<file path="src/decode_pkg.sv">
// ~~~~~~~~~~~~~~~~~~~~~~~~~~~~~~~~~~~~~~~~
// Shared widths, enums and structs for the
// RV32I decode stage
// ~~~~~~~~~~~~~~~~~~~~~~~~~~~~~~~~~~~~~~~~
package decode_pkg;

  localparam int XLEN = 32;

  typedef logic [XLEN-1:0] word_t;
  typedef logic [4:0]      reg_addr_t;

  // The one SYSTEM encoding still accepted
  localparam word_t HALT_INSTR = 32'h0000_0073;

  // Major opcodes of the kept instruction classes
  typedef enum logic [6:0] {
    OP     = 7'b0110011,
    OP_IMM = 7'b0010011,
    LUI    = 7'b0110111,
    AUIPC  = 7'b0010111,
    JAL    = 7'b1101111,
    JALR   = 7'b1100111,
    BRANCH = 7'b1100011,
    LOAD   = 7'b0000011,
    STORE  = 7'b0100011,
    SYSTEM = 7'b1110011
  } opcode_t;

  typedef enum logic [3:0] {
    ALU_ADD, ALU_SUB, ALU_SLL, ALU_SLT, ALU_SLTU,
    ALU_XOR, ALU_SRL, ALU_SRA, ALU_OR, ALU_AND
  } alu_op_t;

  // Operand and write-back selectors
  typedef enum logic [1:0] {A_RS1, A_PC, A_ZERO} a_sel_t;
  typedef enum logic [1:0] {B_RS2, B_IMM_I, B_IMM_S, B_IMM_U} b_sel_t;
  typedef enum logic [1:0] {W_ALU, W_PC4, W_IMM_U, W_LOAD} w_sel_t;

  typedef struct packed {
    logic  valid;
    word_t instr;
    word_t pc;
    word_t pc4;
  } fetch_decode_t;

  typedef struct packed {
    word_t imm_i;
    word_t imm_s;
    word_t imm_b;
    word_t imm_u;
    word_t imm_j;
  } imm_t;

  typedef struct packed {
    reg_addr_t  rs1;
    reg_addr_t  rs2;
    reg_addr_t  rd;
    alu_op_t    alu_op;
    a_sel_t     a_sel;
    b_sel_t     b_sel;
    w_sel_t     w_sel;
    logic       wen;
    logic       dren;
    logic       dwen;
    logic [2:0] load_type;
    logic       branch;
    logic [2:0] branch_type;
    logic       jump;
    // Set for JAL, clear for JALR
    logic       j_sel;
    logic       halt;
    logic       illegal;
  } ctrl_t;

  typedef struct packed {
    logic      wen;
    reg_addr_t rd;
    word_t     wdata;
  } rf_write_t;

  typedef struct packed {
    logic  valid;
    ctrl_t ctrl;
    word_t pc;
    word_t pc4;
    word_t rs1_data;
    word_t rs2_data;
    word_t port_a;
    word_t port_b;
    word_t reg_file_wdata;
    word_t j_base;
    word_t j_offset;
    word_t br_imm;
  } id_ex_t;

endpackage

</file>
<file path="src/decode_control.sv">
// ~~~~~~~~~~~~~~~~~~~~~~~~~~~~~~~~~~~~~~~~
// Opcode and funct decoder for RV32I
// ~~~~~~~~~~~~~~~~~~~~~~~~~~~~~~~~~~~~~~~~
`timescale 1ns/1ps

module decode_control import decode_pkg::*; (
  input  word_t instr,
  output ctrl_t ctrl
);

  opcode_t    opcode;
  logic [2:0] funct3;
  logic       bit30;
  alu_op_t    funct_op;

  assign opcode = opcode_t'(instr[6:0]);
  assign funct3 = instr[14:12];
  assign bit30  = instr[30];

  // ALU operation from funct3, common to OP and OP-IMM
  always_comb begin
    case (funct3)
      3'b000:  funct_op = ALU_ADD;
      3'b001:  funct_op = ALU_SLL;
      3'b010:  funct_op = ALU_SLT;
      3'b011:  funct_op = ALU_SLTU;
      3'b100:  funct_op = ALU_XOR;
      3'b101:  funct_op = bit30 ? ALU_SRA : ALU_SRL;
      3'b110:  funct_op = ALU_OR;
      default: funct_op = ALU_AND;
    endcase
  end

  always_comb begin
    ctrl             = '0;
    ctrl.rs1         = instr[19:15];
    ctrl.rs2         = instr[24:20];
    ctrl.rd          = instr[11:7];
    ctrl.alu_op      = ALU_ADD;
    ctrl.a_sel       = A_RS1;
    ctrl.b_sel       = B_RS2;
    ctrl.w_sel       = W_ALU;
    ctrl.load_type   = funct3;
    ctrl.branch_type = funct3;
    ctrl.wen         = 1'b1;

    case (opcode)
      OP: begin
        // Bit 30 only turns ADD into SUB here; SRA is already in funct_op
        ctrl.alu_op = (funct3 == 3'b000 && bit30) ? ALU_SUB : funct_op;
      end
      OP_IMM: begin
        ctrl.b_sel  = B_IMM_I;
        ctrl.alu_op = funct_op;
      end
      LUI: begin
        ctrl.a_sel = A_ZERO;
        ctrl.b_sel = B_IMM_U;
        ctrl.w_sel = W_IMM_U;
      end
      AUIPC: begin
        ctrl.a_sel = A_PC;
        ctrl.b_sel = B_IMM_U;
      end
      JAL: begin
        ctrl.jump  = 1'b1;
        ctrl.j_sel = 1'b1;
        ctrl.w_sel = W_PC4;
      end
      JALR: begin
        ctrl.jump  = 1'b1;
        ctrl.w_sel = W_PC4;
      end
      BRANCH: begin
        ctrl.branch = 1'b1;
        ctrl.wen    = 1'b0;
      end
      LOAD: begin
        ctrl.b_sel = B_IMM_I;
        ctrl.w_sel = W_LOAD;
        ctrl.dren  = 1'b1;
      end
      STORE: begin
        ctrl.b_sel = B_IMM_S;
        ctrl.dwen  = 1'b1;
        ctrl.wen   = 1'b0;
      end
      SYSTEM: begin
        // Only the halt word survives, the rest of SYSTEM is illegal
        ctrl.wen = 1'b0;
        if (instr == HALT_INSTR) begin
          ctrl.halt = 1'b1;
        end else begin
          ctrl.illegal = 1'b1;
        end
      end
      default: begin
        ctrl.illegal = 1'b1;
        ctrl.wen     = 1'b0;
      end
    endcase

    // Writes to x0 are dropped at decode
    if (ctrl.rd == '0) begin
      ctrl.wen = 1'b0;
    end
  end

endmodule

</file>
<file path="src/imm_gen.sv">
// ~~~~~~~~~~~~~~~~~~~~~~~~~~~~~~~~~~~~~~~~
// I, S, B, U and J immediate generator
// ~~~~~~~~~~~~~~~~~~~~~~~~~~~~~~~~~~~~~~~~
`timescale 1ns/1ps

module imm_gen import decode_pkg::*; (
  input  word_t instr,
  output imm_t  imm
);

  logic sign;

  assign sign = instr[31];

  assign imm.imm_i = {{20{sign}}, instr[31:20]};
  assign imm.imm_s = {{20{sign}}, instr[31:25], instr[11:7]};

  // Branch offset with bit 0 always zero
  assign imm.imm_b = {{19{sign}}, sign, instr[7], instr[30:25], instr[11:8], 1'b0};

  // Upper immediate already shifted into place
  assign imm.imm_u = {instr[31:12], 12'b0};

  assign imm.imm_j = {{11{sign}}, sign, instr[19:12], instr[20], instr[30:21], 1'b0};

endmodule

</file>
<file path="src/operand_select.sv">
// ~~~~~~~~~~~~~~~~~~~~~~~~~~~~~~~~~~~~~~~~
// ALU operand, write-back and jump operand
// selection
// ~~~~~~~~~~~~~~~~~~~~~~~~~~~~~~~~~~~~~~~~
`timescale 1ns/1ps

module operand_select import decode_pkg::*; (
  input  ctrl_t ctrl,
  input  imm_t  imm,
  input  word_t rs1_data,
  input  word_t rs2_data,
  input  word_t pc,
  input  word_t pc4,
  output word_t port_a,
  output word_t port_b,
  output word_t reg_file_wdata,
  output word_t j_base,
  output word_t j_offset
);

  logic  is_shift;
  word_t imm_or_shamt;

  // Immediate shifts only use the low 5 bits as shamt
  assign is_shift     = ctrl.alu_op inside {ALU_SLL, ALU_SRL, ALU_SRA};
  assign imm_or_shamt = is_shift ? {{(XLEN-5){1'b0}}, imm.imm_i[4:0]} : imm.imm_i;

  always_comb begin
    case (ctrl.a_sel)
      A_RS1:   port_a = rs1_data;
      A_PC:    port_a = pc;
      default: port_a = '0;
    endcase
  end

  always_comb begin
    case (ctrl.b_sel)
      B_RS2:   port_b = rs2_data;
      B_IMM_I: port_b = imm_or_shamt;
      B_IMM_S: port_b = imm.imm_s;
      default: port_b = imm.imm_u;
    endcase
  end

  // Early write-back value; ALU and load results come later
  always_comb begin
    case (ctrl.w_sel)
      W_PC4:   reg_file_wdata = pc4;
      W_IMM_U: reg_file_wdata = imm.imm_u;
      default: reg_file_wdata = '0;
    endcase
  end

  // JAL is PC relative, JALR is register relative
  assign j_base   = ctrl.j_sel ? pc : rs1_data;
  assign j_offset = ctrl.j_sel ? imm.imm_j : imm.imm_i;

endmodule

</file>
<file path="src/reg_file.sv">
// ~~~~~~~~~~~~~~~~~~~~~~~~~~~~~~~~~~~~~~~~
// Integer register file, 2 read / 1 write
// ~~~~~~~~~~~~~~~~~~~~~~~~~~~~~~~~~~~~~~~~
`timescale 1ns/1ps

module reg_file import decode_pkg::*; #(
  parameter int NUM_REGS = 32
) (
  input  logic      CLK,
  input  logic      nRST,
  input  reg_addr_t rs1,
  input  reg_addr_t rs2,
  input  rf_write_t wr,
  output word_t     rs1_data,
  output word_t     rs2_data
);

  word_t regs [NUM_REGS];

  // x0 and indices past the end of a reduced file read zero and ignore writes
  function automatic logic in_range(reg_addr_t addr);
    return (addr != '0) && (int'(addr) < NUM_REGS);
  endfunction

  always_ff @(posedge CLK, negedge nRST) begin
    if (!nRST) begin
      regs <= '{default: '0};
    end else if (wr.wen && in_range(wr.rd)) begin
      regs[wr.rd] <= wr.wdata;
    end
  end

  // A same-cycle write shows up only after the edge
  assign rs1_data = in_range(rs1) ? regs[rs1] : '0;
  assign rs2_data = in_range(rs2) ? regs[rs2] : '0;

endmodule

</file>
<file path="src/id_ex_register.sv">
// ~~~~~~~~~~~~~~~~~~~~~~~~~~~~~~~~~~~~~~~~
// ID/EX pipeline register
// ~~~~~~~~~~~~~~~~~~~~~~~~~~~~~~~~~~~~~~~~
`timescale 1ns/1ps

module id_ex_register import decode_pkg::*; (
  input  logic   CLK,
  input  logic   nRST,
  input  logic   stall,
  input  logic   flush,
  input  id_ex_t next,
  output id_ex_t id_ex
);

  id_ex_t stage_q;

  always_ff @(posedge CLK, negedge nRST) begin
    if (!nRST) begin
      stage_q <= '0;
    end else if (flush) begin
      // Bubble with every enable and the valid flag low
      stage_q <= '0;
    end else if (!stall) begin
      stage_q <= next;
    end
  end

  assign id_ex = stage_q;

endmodule

</file>
<file path="src/decode_stage.sv">
// ~~~~~~~~~~~~~~~~~~~~~~~~~~~~~~~~~~~~~~~~
// RV32I decode stage top level
// ~~~~~~~~~~~~~~~~~~~~~~~~~~~~~~~~~~~~~~~~
`timescale 1ns/1ps

module decode_stage import decode_pkg::*; #(
  parameter int NUM_REGS = 32
) (
  input  logic          CLK,
  input  logic          nRST,
  input  logic          stall,
  input  logic          flush,
  input  fetch_decode_t in,
  input  rf_write_t     rf_wr,
  output id_ex_t        id_ex
);

  ctrl_t  ctrl;
  imm_t   imm;
  word_t  rs1_data, rs2_data;
  word_t  port_a, port_b, reg_file_wdata;
  word_t  j_base, j_offset;
  id_ex_t next_id_ex;

  decode_control u_control (
    .instr (in.instr),
    .ctrl  (ctrl)
  );

  imm_gen u_imm_gen (
    .instr (in.instr),
    .imm   (imm)
  );

  reg_file #(.NUM_REGS(NUM_REGS)) u_reg_file (
    .CLK      (CLK),
    .nRST     (nRST),
    .rs1      (ctrl.rs1),
    .rs2      (ctrl.rs2),
    .wr       (rf_wr),
    .rs1_data (rs1_data),
    .rs2_data (rs2_data)
  );

  operand_select u_operand_select (
    .ctrl           (ctrl),
    .imm            (imm),
    .rs1_data       (rs1_data),
    .rs2_data       (rs2_data),
    .pc             (in.pc),
    .pc4            (in.pc4),
    .port_a         (port_a),
    .port_b         (port_b),
    .reg_file_wdata (reg_file_wdata),
    .j_base         (j_base),
    .j_offset       (j_offset)
  );

  // Next ID/EX contents
  always_comb begin
    next_id_ex.valid          = in.valid;
    next_id_ex.ctrl           = ctrl;
    next_id_ex.pc             = in.pc;
    next_id_ex.pc4            = in.pc4;
    next_id_ex.rs1_data       = rs1_data;
    next_id_ex.rs2_data       = rs2_data;
    next_id_ex.port_a         = port_a;
    next_id_ex.port_b         = port_b;
    next_id_ex.reg_file_wdata = reg_file_wdata;
    next_id_ex.j_base         = j_base;
    next_id_ex.j_offset       = j_offset;
    next_id_ex.br_imm         = imm.imm_b;
  end

  id_ex_register u_id_ex (
    .CLK   (CLK),
    .nRST  (nRST),
    .stall (stall),
    .flush (flush),
    .next  (next_id_ex),
    .id_ex (id_ex)
  );

endmodule

</file>
<file path="config.mk">
export PLATFORM = sky130hd
export DESIGN_NAME = decode_stage
export DESIGN_NICKNAME = d
export VERILOG_FILES = /design/src/decode_pkg.sv /design/src/decode_control.sv /design/src/imm_gen.sv /design/src/operand_select.sv /design/src/reg_file.sv /design/src/id_ex_register.sv /design/src/decode_stage.sv
export SDC_FILE = /design/constraint.sdc
export NUM_CORES = 2
export LEC_CHECK = 0
export ABC_AREA = 1
export BUFFER_PORTS_ARGS = -buffer_cell sky130_fd_sc_hd__clkbuf_2
export CAP_MARGIN = 30
export CORE_AREA = 2 2 712 431
export DETAILED_ROUTE_END_ITERATION = 10
export DIE_AREA = 0 0 714 433
export GPL_ROUTABILITY_DRIVEN = 0
export PLACE_DENSITY = 0.39
export SYNTH_ARGS = -nofsm -noshare
export SYNTH_HDL_FRONTEND = slang
export SYNTH_HIERARCHICAL = 1
export SYNTH_SLANG_ARGS = --single-unit
</file>
<file path="constraint.sdc">
create_clock -name CLK -period 1.4 [get_ports CLK]
set_input_delay 0.28 -clock CLK [delete_from_list [all_inputs] [get_ports CLK]]
set_output_delay 0.28 -clock CLK [all_outputs]
set_load 0.05 [all_outputs]
</file>
Yosys cells after proc, flatten, opt, wreduce, memory -nomap -nowiden:

Index checks and enable logic that the tools add are counted.

* bits in registers: 1384
* latch bits: 0
* memory bits (writable): 0
* ROM bits: 0
* output and inout bits: 360
* memories kept: 0

* add/subtract/negate cells: 0
* $mul: 0
* div/mod/pow operators: 0
* $lt $le $gt $ge: 4
* equality and inequality tests: 26
* shift operators: 0
* multiplexer cells: 37
* bitwise logic cells: 3
* reduce and logical (&&, ||, !) cells: 16

Operators with widths (number)
* $bwmux 1024: 1
* $mux 360: 2
* $bmux 32 s5: 2
* $mux 32: 9
* $demux 32 s5: 1
* $pmux 32 s2: 2
* $pmux 32 s3: 1
* $eq 32x7->1 const B: 1
* $eq 7x7->1 const B: 4
* $pmux 4 s7: 1
* $eq 7x6->1 const B: 3
* $mux 20: 1
* $ge 6x6->1 const B: 3
* $not 5->6: 3
* $reduce_bool 5->1: 3
* $eq 7x5->1 const B: 2
* $pmux 2 s3: 2
* $mux 1: 11
* $eq 3x3->1 const B: 3
* $reduce_or 9->1: 1
* $eq 4x3->1 const B: 2
* $pmux 4 s2: 1
* $eq 7x2->1 const B: 1
* $reduce_or 7->1: 1
* 16 further kinds: 25

Longest topological paths before layout:

* depth after elaboration: 10
* depth in mapped cells: 19

Cells and area by module:

The synthesis kept the hierarchy.

Modules (own cells, without submodules)
* reg_file: instances 1, cells an instance 8319, area an instance 56746.9 µm², sequential area each 25624.6 µm²
* id_ex_register: instances 1, cells an instance 1560, area an instance 14128.6 µm², sequential area each 9008.6 µm²
* operand_select: instances 1, cells an instance 592, area an instance 2613.8 µm², sequential area each 0.0 µm²
* imm_gen: instances 1, cells an instance 161, area an instance 1204.9 µm², sequential area each 0.0 µm²
* decode_control: instances 1, cells an instance 117, area an instance 596.8 µm², sequential area each 0.0 µm²

Worst setup path after synthesis:

OpenSTA, ideal clock, no wires.

* path type: input port to flip-flop
* start point: in in[79] (netlist name)
* end point: reg u_id_ex.stage_q, in the netlist u_id_ex/id_ex[91]
* data arrival time: 1.988 ns
* required time: 1.334 ns
* slack: -0.655 ns
* stages on the path: 17
* cell sequence: buf_4 > buf_2 > inv_1 > buf_4 > buf_4 > buf_2 > buf_2 > nor2_1 > o21ai_0 > nand2_1 > nand3_1 > nor2_1 > nor2_1 > inv_1 > o21ai_0 > nand2_1 > nand2_1

* cells in the longest elaborated chain, start to end: 8

Ends and longest elaborated chain
* start, declared: line decode_stage.sv:13 `input fetch_decode_t in,`
* $not 5->6 (not written as such): line reg_file.sv:34 `assign rs1_data = in_range(rs1) ? regs[rs1] : '0;`
* $bmux 32 s5: line reg_file.sv:34
* $mux 32 (not written as such) (2 in series): line reg_file.sv:34
* $mux 32 *: line reg_file.sv:34
* net rs1_data[27]: line decode_stage.sv:20 `word_t rs1_data, rs2_data;`
* $mux 32 *: line operand_select.sv:55 `assign j_base = ctrl.j_sel ? pc : rs1_data;`
* net j_base[27]: line decode_stage.sv:22 `word_t j_base, j_offset;`
* $mux 360 *: line id_ex_register.sv:23 `end else if (!stall) begin`
* $mux 360 *: line id_ex_register.sv:20 `end else if (flush) begin`
* end signal, assigned: line id_ex_register.sv:24 `stage_q <= next;`
* end, declared: line id_ex_register.sv:15 `id_ex_t stage_q;`

Mark *: on every way through the listed nets, which the timed path passes. The rest lies on a longest branch. The select of a mux whose other input is x is not followed.
A chain may end at the register's enable or synchronous reset.

Worst setup path in the final report:

* start point: reg u_reg_file/regs[608] (netlist name)
* end point: reg u_id_ex.stage_q, in the netlist u_id_ex/id_ex[160]

* cells in the longest elaborated chain, start to end: 7

Ends and longest elaborated chain
* start, declared: line reg_file.sv:18 `word_t regs [NUM_REGS];`
* start signal, assigned by index: line reg_file.sv:29 `regs[wr.rd] <= wr.wdata;`
* $bmux 32 s5: line reg_file.sv:34
* $mux 32 (not written as such) (2 in series): line reg_file.sv:34
* $mux 32: line reg_file.sv:34
* net rs1_data[0]: line decode_stage.sv:20
* $pmux 32 s2: line operand_select.sv:29 `case (ctrl.a_sel)`
* net port_a[0]: line decode_stage.sv:21 `word_t port_a, port_b, reg_file_wdata;`
* $mux 360: line id_ex_register.sv:23
* $mux 360: line id_ex_register.sv:20

The timed path passes the listed nets, and every way through them passes these cells. The select of a mux whose other input is x is not followed.

==> key figures <==
Run status
  – Run status: finished, violations left
  – Violated checks: negative setup slack

Floorplan
  – Effective utilization at floorplan: 0.2486
  – Core Footprint: 302900 µm²
  – Chip Height: 433 µm
  – Number of I/O pins: 499
  – Floorplan die area: 309200 µm²
  – Die width: 714 µm
  – Std-Cell Rows: 157

Clocking
  – Clock sinks: 1384
  – Maximum level of the CTS H-tree: 4
  – Clock buffers created by TritonCTS: 162
  – Clock latency on the worst-skew pair: 0.87 ns
  – Clock edge transition at the registers on the reported setup and hold paths: 0.07 ns
  – Maximum clock insertion buffer count: 4
  – TritonCTS clock tree: done
  – Clock root buffer master: clkbuf_16

Critical path
  – Capturing point of the worst reg2reg path: u_id_ex/id_ex[160]
  – Worst-path cell chain: buf_6 > o211ai_1 > nand3_1 > nand3_2 > nand2_2 > nand2_2 > nor2_4 > buf_12 > inv_6 > o21ai_2 > nand2_1 > nand2_1
  – Worst endpoint data arrival time: 2.53 ns
  – Worst setup SP type: register
  – Start of the worst register-to-register path: u_reg_file/regs[608]
  – Slowest CP cell: dfrtp_1
  – Critical Setup Path Class: reg2reg
  – Largest fanout of any net on the critical path: 2
  – Data required time at the worst endpoint: 2.13 ns
  – CP Buf/Inv Count: 3
  – Family of cells with the greatest summed delay on the critical path: simple AND/OR/NAND/NOR gates
  – Reg2Reg Setup Slack: -0.40 ns
  – Type of destination of the critical path: register
  – Stage delay of the slowest cell on the critical path: 0.39 ns
  – Number of cells traversed by the worst register-to-register path: 12

Timing
  – Count of final setup violators: 530
  – Max transition margin: 0.6137
  – Final critical delay including setup and external delays: 1.799 ns
  – Final Hold Fails: 0
  – Max-slew violations: 0
  – Sum of negative setup slack: -138.97 ns
  – Post-route clock period utilization: 1.285
  – Slew at the pin with the worst max-slew slack: 0.5794 ns
  – Max Clock Freq: 0.5559 GHz
  – Final setup skew: 0.05534 ns
  – Min setup slack post-route: -0.3988 ns
  – RSZ-0062 raised after global routing: true

Global routing
  – M2 GR Usage: 0.3787
  – Met3 demand-to-capacity share in global routing: 0.03328
  – Global-route wire length before repair: 569500 µm
  – Total Routing Usage GR: 0.2479
  – Highest-utilization routing layer at the global route stage: met2
  – Number of global-route vias before repair: 78680
  – Initial antenna violation count: 27
  – Maximum number of pins on one net before global-route repair: 86
  – Met1 track demand over resource: 0.3681
  – Total gr overflow: 0

Routing
  – Antenna viol nets, final: 0
  – Total number of vias: 82040
  – Drt wl/cell: 24.11 µm
  – Initial detailed-routing violation count: 9180
  – Post-detailed-route DRC marker count: 0
  – Number of vias per cell after detailed routing: 4.982
  – First-pass detailed-route iteration total: 6
  – Final wirelength: 397000 µm

Pwr
  – Power per cell area: 1187 nW/µm²
  – Largest vdd supply drop: 0.7952 mV
  – Leakage power: 53.52 nW
  – Total power after layout: 133.2 mW

Placed design
  – Detailed placement HPWL: 279600 µm
  – Dpl cell area: 94700 µm²
  – Post-Place Setup Slack: -1.522 ns
  – Post-placement cell count: 15790
  – Port Buf Inserts: 498

Min path
  – Worst hold endpoint: u_id_ex/id_ex[92]
  – Path class of the lowest-slack min-delay path: in2reg
  – Hold Path Origin: flush
  – Cell depth of the worst min-delay path: 5

Logic synthesis
  – Avg Synthesized Cell Area: 7.004 µm²
  – Register bit count reported by yosys: 1384
  – Summed instance area of the synthesized netlist: 75290 µm²
  – Mapped Cells: 10750
  – Register area share after synthesis: 0.4600
  – Synth top area cells: dfrtp_1 (46%), nand2_1 (20%), nand3_1 (9.2%), o21ai_0 (9.0%), nor2_1 (3.5%)
  – Number of library cell types mapped by synthesis: 36
  – Count of yosys warnings during synthesis: 6
  – Cell taking the most area after synthesis: dfrtp_1
  – Share of Yosys cell area claimed by the top area cell type: 0.4600

Finish
  – Total area of sequential cells: 34650 µm²
  – Final non-filler cell total: 16470
  – Filler cell count in the final layout: 31400
  – Final design instance area without fill: 112200 µm²
  – Final layout net count: 12440
  – Area added between synthesis and finish: 49.05%
  – Area of the multi-input gates: 39680 µm²
  – Layout cells sized above 1: 0.3107

Flow run
  – Max-capacitance violation count: 0
==> cell usage in the layout, fill, tap and decap left out, types with 95 or more instances in the layout <==
| cell type | instances |
|---|---|
| dlygate4sd3_1 | 142 |
| dfrtp_1 | 1369 |
| nand3_2 | 329 |
| nor2_1 | 489 |
| nand3_1 | 1022 |
| clkbuf_16 | 169 |
| nand2_2 | 370 |
| buf_4 | 1340 |
| nor2_4 | 143 |
| o21ai_0 | 1156 |
| nand2_1 | 3597 |
| o21ai_1 | 202 |
| buf_6 | 100 |
| clkbuf_2 | 126 |
| a21oi_1 | 112 |
| buf_12 | 355 |
| a21oi_2 | 106 |
| buf_8 | 363 |
| inv_1 | 277 |
| o211ai_1 | 95 |
==> cell usage after synthesis <==
cell type,instances
nand4_1,33
o21ai_1,66
buf_2,241
clkinv_1,6
buf_6,5
nand2_2,1
mux2_2,5
inv_2,7
nor2_1,704
inv_1,366
o22ai_1,1
a21oi_2,1
nor4_4,1
nand3_2,1
a21oi_1,225
clkbuf_1,558
ha_1,2
or2_4,1
nor2_2,8
nand3_1,1382
nand2_4,1
o21ai_0,1360
nor3_1,3
nand2_1,4018
o211ai_1,95
nor3b_1,1
or2_2,2
nor3b_2,1
nor3_2,8
conb_1,1
dfrtp_1,1384
buf_1,67
buf_4,189
clkbuf_4,3
nor2_8,1
or2_1,1
==> tightest hold or removal path, delay by kind of cell <==
kind / cells / cell delay [ns]
AND/OR/NAND/NOR: 3 / 0.20
buffers and inverters: 2 / 0.37
==> kinds of logic after synthesis <==
family,synth area share
AO/OA/AOI/OAI,0.1194
adder cells (fa/ha/maj),0.0003323
buffers and inverters,0.08597
flip-flops,0.4600
multiplexers,0.0007478
other,0.00004981
AND/OR/NAND/NOR,0.3335
==> layout make-up <==
| type | instances | share of cell area |
|---|---|---|
| clock inverter | 39 | 0.004917 |
| inverter | 379 | 0.01390 |
| sequential | 1384 | 0.3088 |
| tap | 4054 | 0.04520 |
| multi-input combinational | 7936 | 0.3536 |
| timing repair buffer | 2435 | 0.2316 |
| antenna | 5 | 0.0001115 |
| clock buffer | 236 | 0.04193 |
==> stage by stage <==
stage,hold slack [ns],util
6_report,0.05594,0.3705
3_5_place_dp,0.3178,0.3126
3_3_place_gp,0.3189,0.3126
2_1_floorplan,-0.01559,-
5_1_grt,0.02827,0.3704
4_1_cts,0.00009648,0.3596
==> registers in the layout, indices dropped and copies added (netlist names) <==
register         count
u_reg_file/regs   1024
u_id_ex/id_ex      360
==> repair_timing <==
item / 4_1_cts / 5_1_grt
gates cloned: 0 / 2
resized for setup: 1751 / 908
hold endpoints to repair: 2017 / 76
setup endpoints to repair: 520 / 536
hold buffers: 142 / 1
buffers inserted: 196 / 142
pin swaps: 532 / 500
==> report_power, final <==
part	internal, mW	leakage, nW	switching [mW]	total, mW
Clock	25.7	2.59	19.2	44.9
Combinational	16.4	33.0	20.9	37.3
Sequential	46.1	17.9	4.91	51.1
Total	88.2	53.5	45.0	133
==> how the worst max path moves through the flow <==
stage	startpoint	end	cells past startpoint
global route	u_reg_file/regs[878]	u_id_ex/id_ex[174]	13
finish	u_reg_file/regs[608]	u_id_ex/id_ex[160]	12
CTS	u_id_ex/id_ex[77]	id_ex[77]	1
floorplan	in[79]	u_id_ex/id_ex[164]	17
global placement	in[79]	u_id_ex/id_ex[78]	16
detailed placement	in[79]	u_id_ex/id_ex[181]	16
==> metal layers <==
metal,vias to the layer above,wire [µm]
met5,-,0
met4,0,9817
met3,514,27300
met2,3285,174800
met1,40570,185000
li1,37680,-
Power figures use the tool's default switching activity.
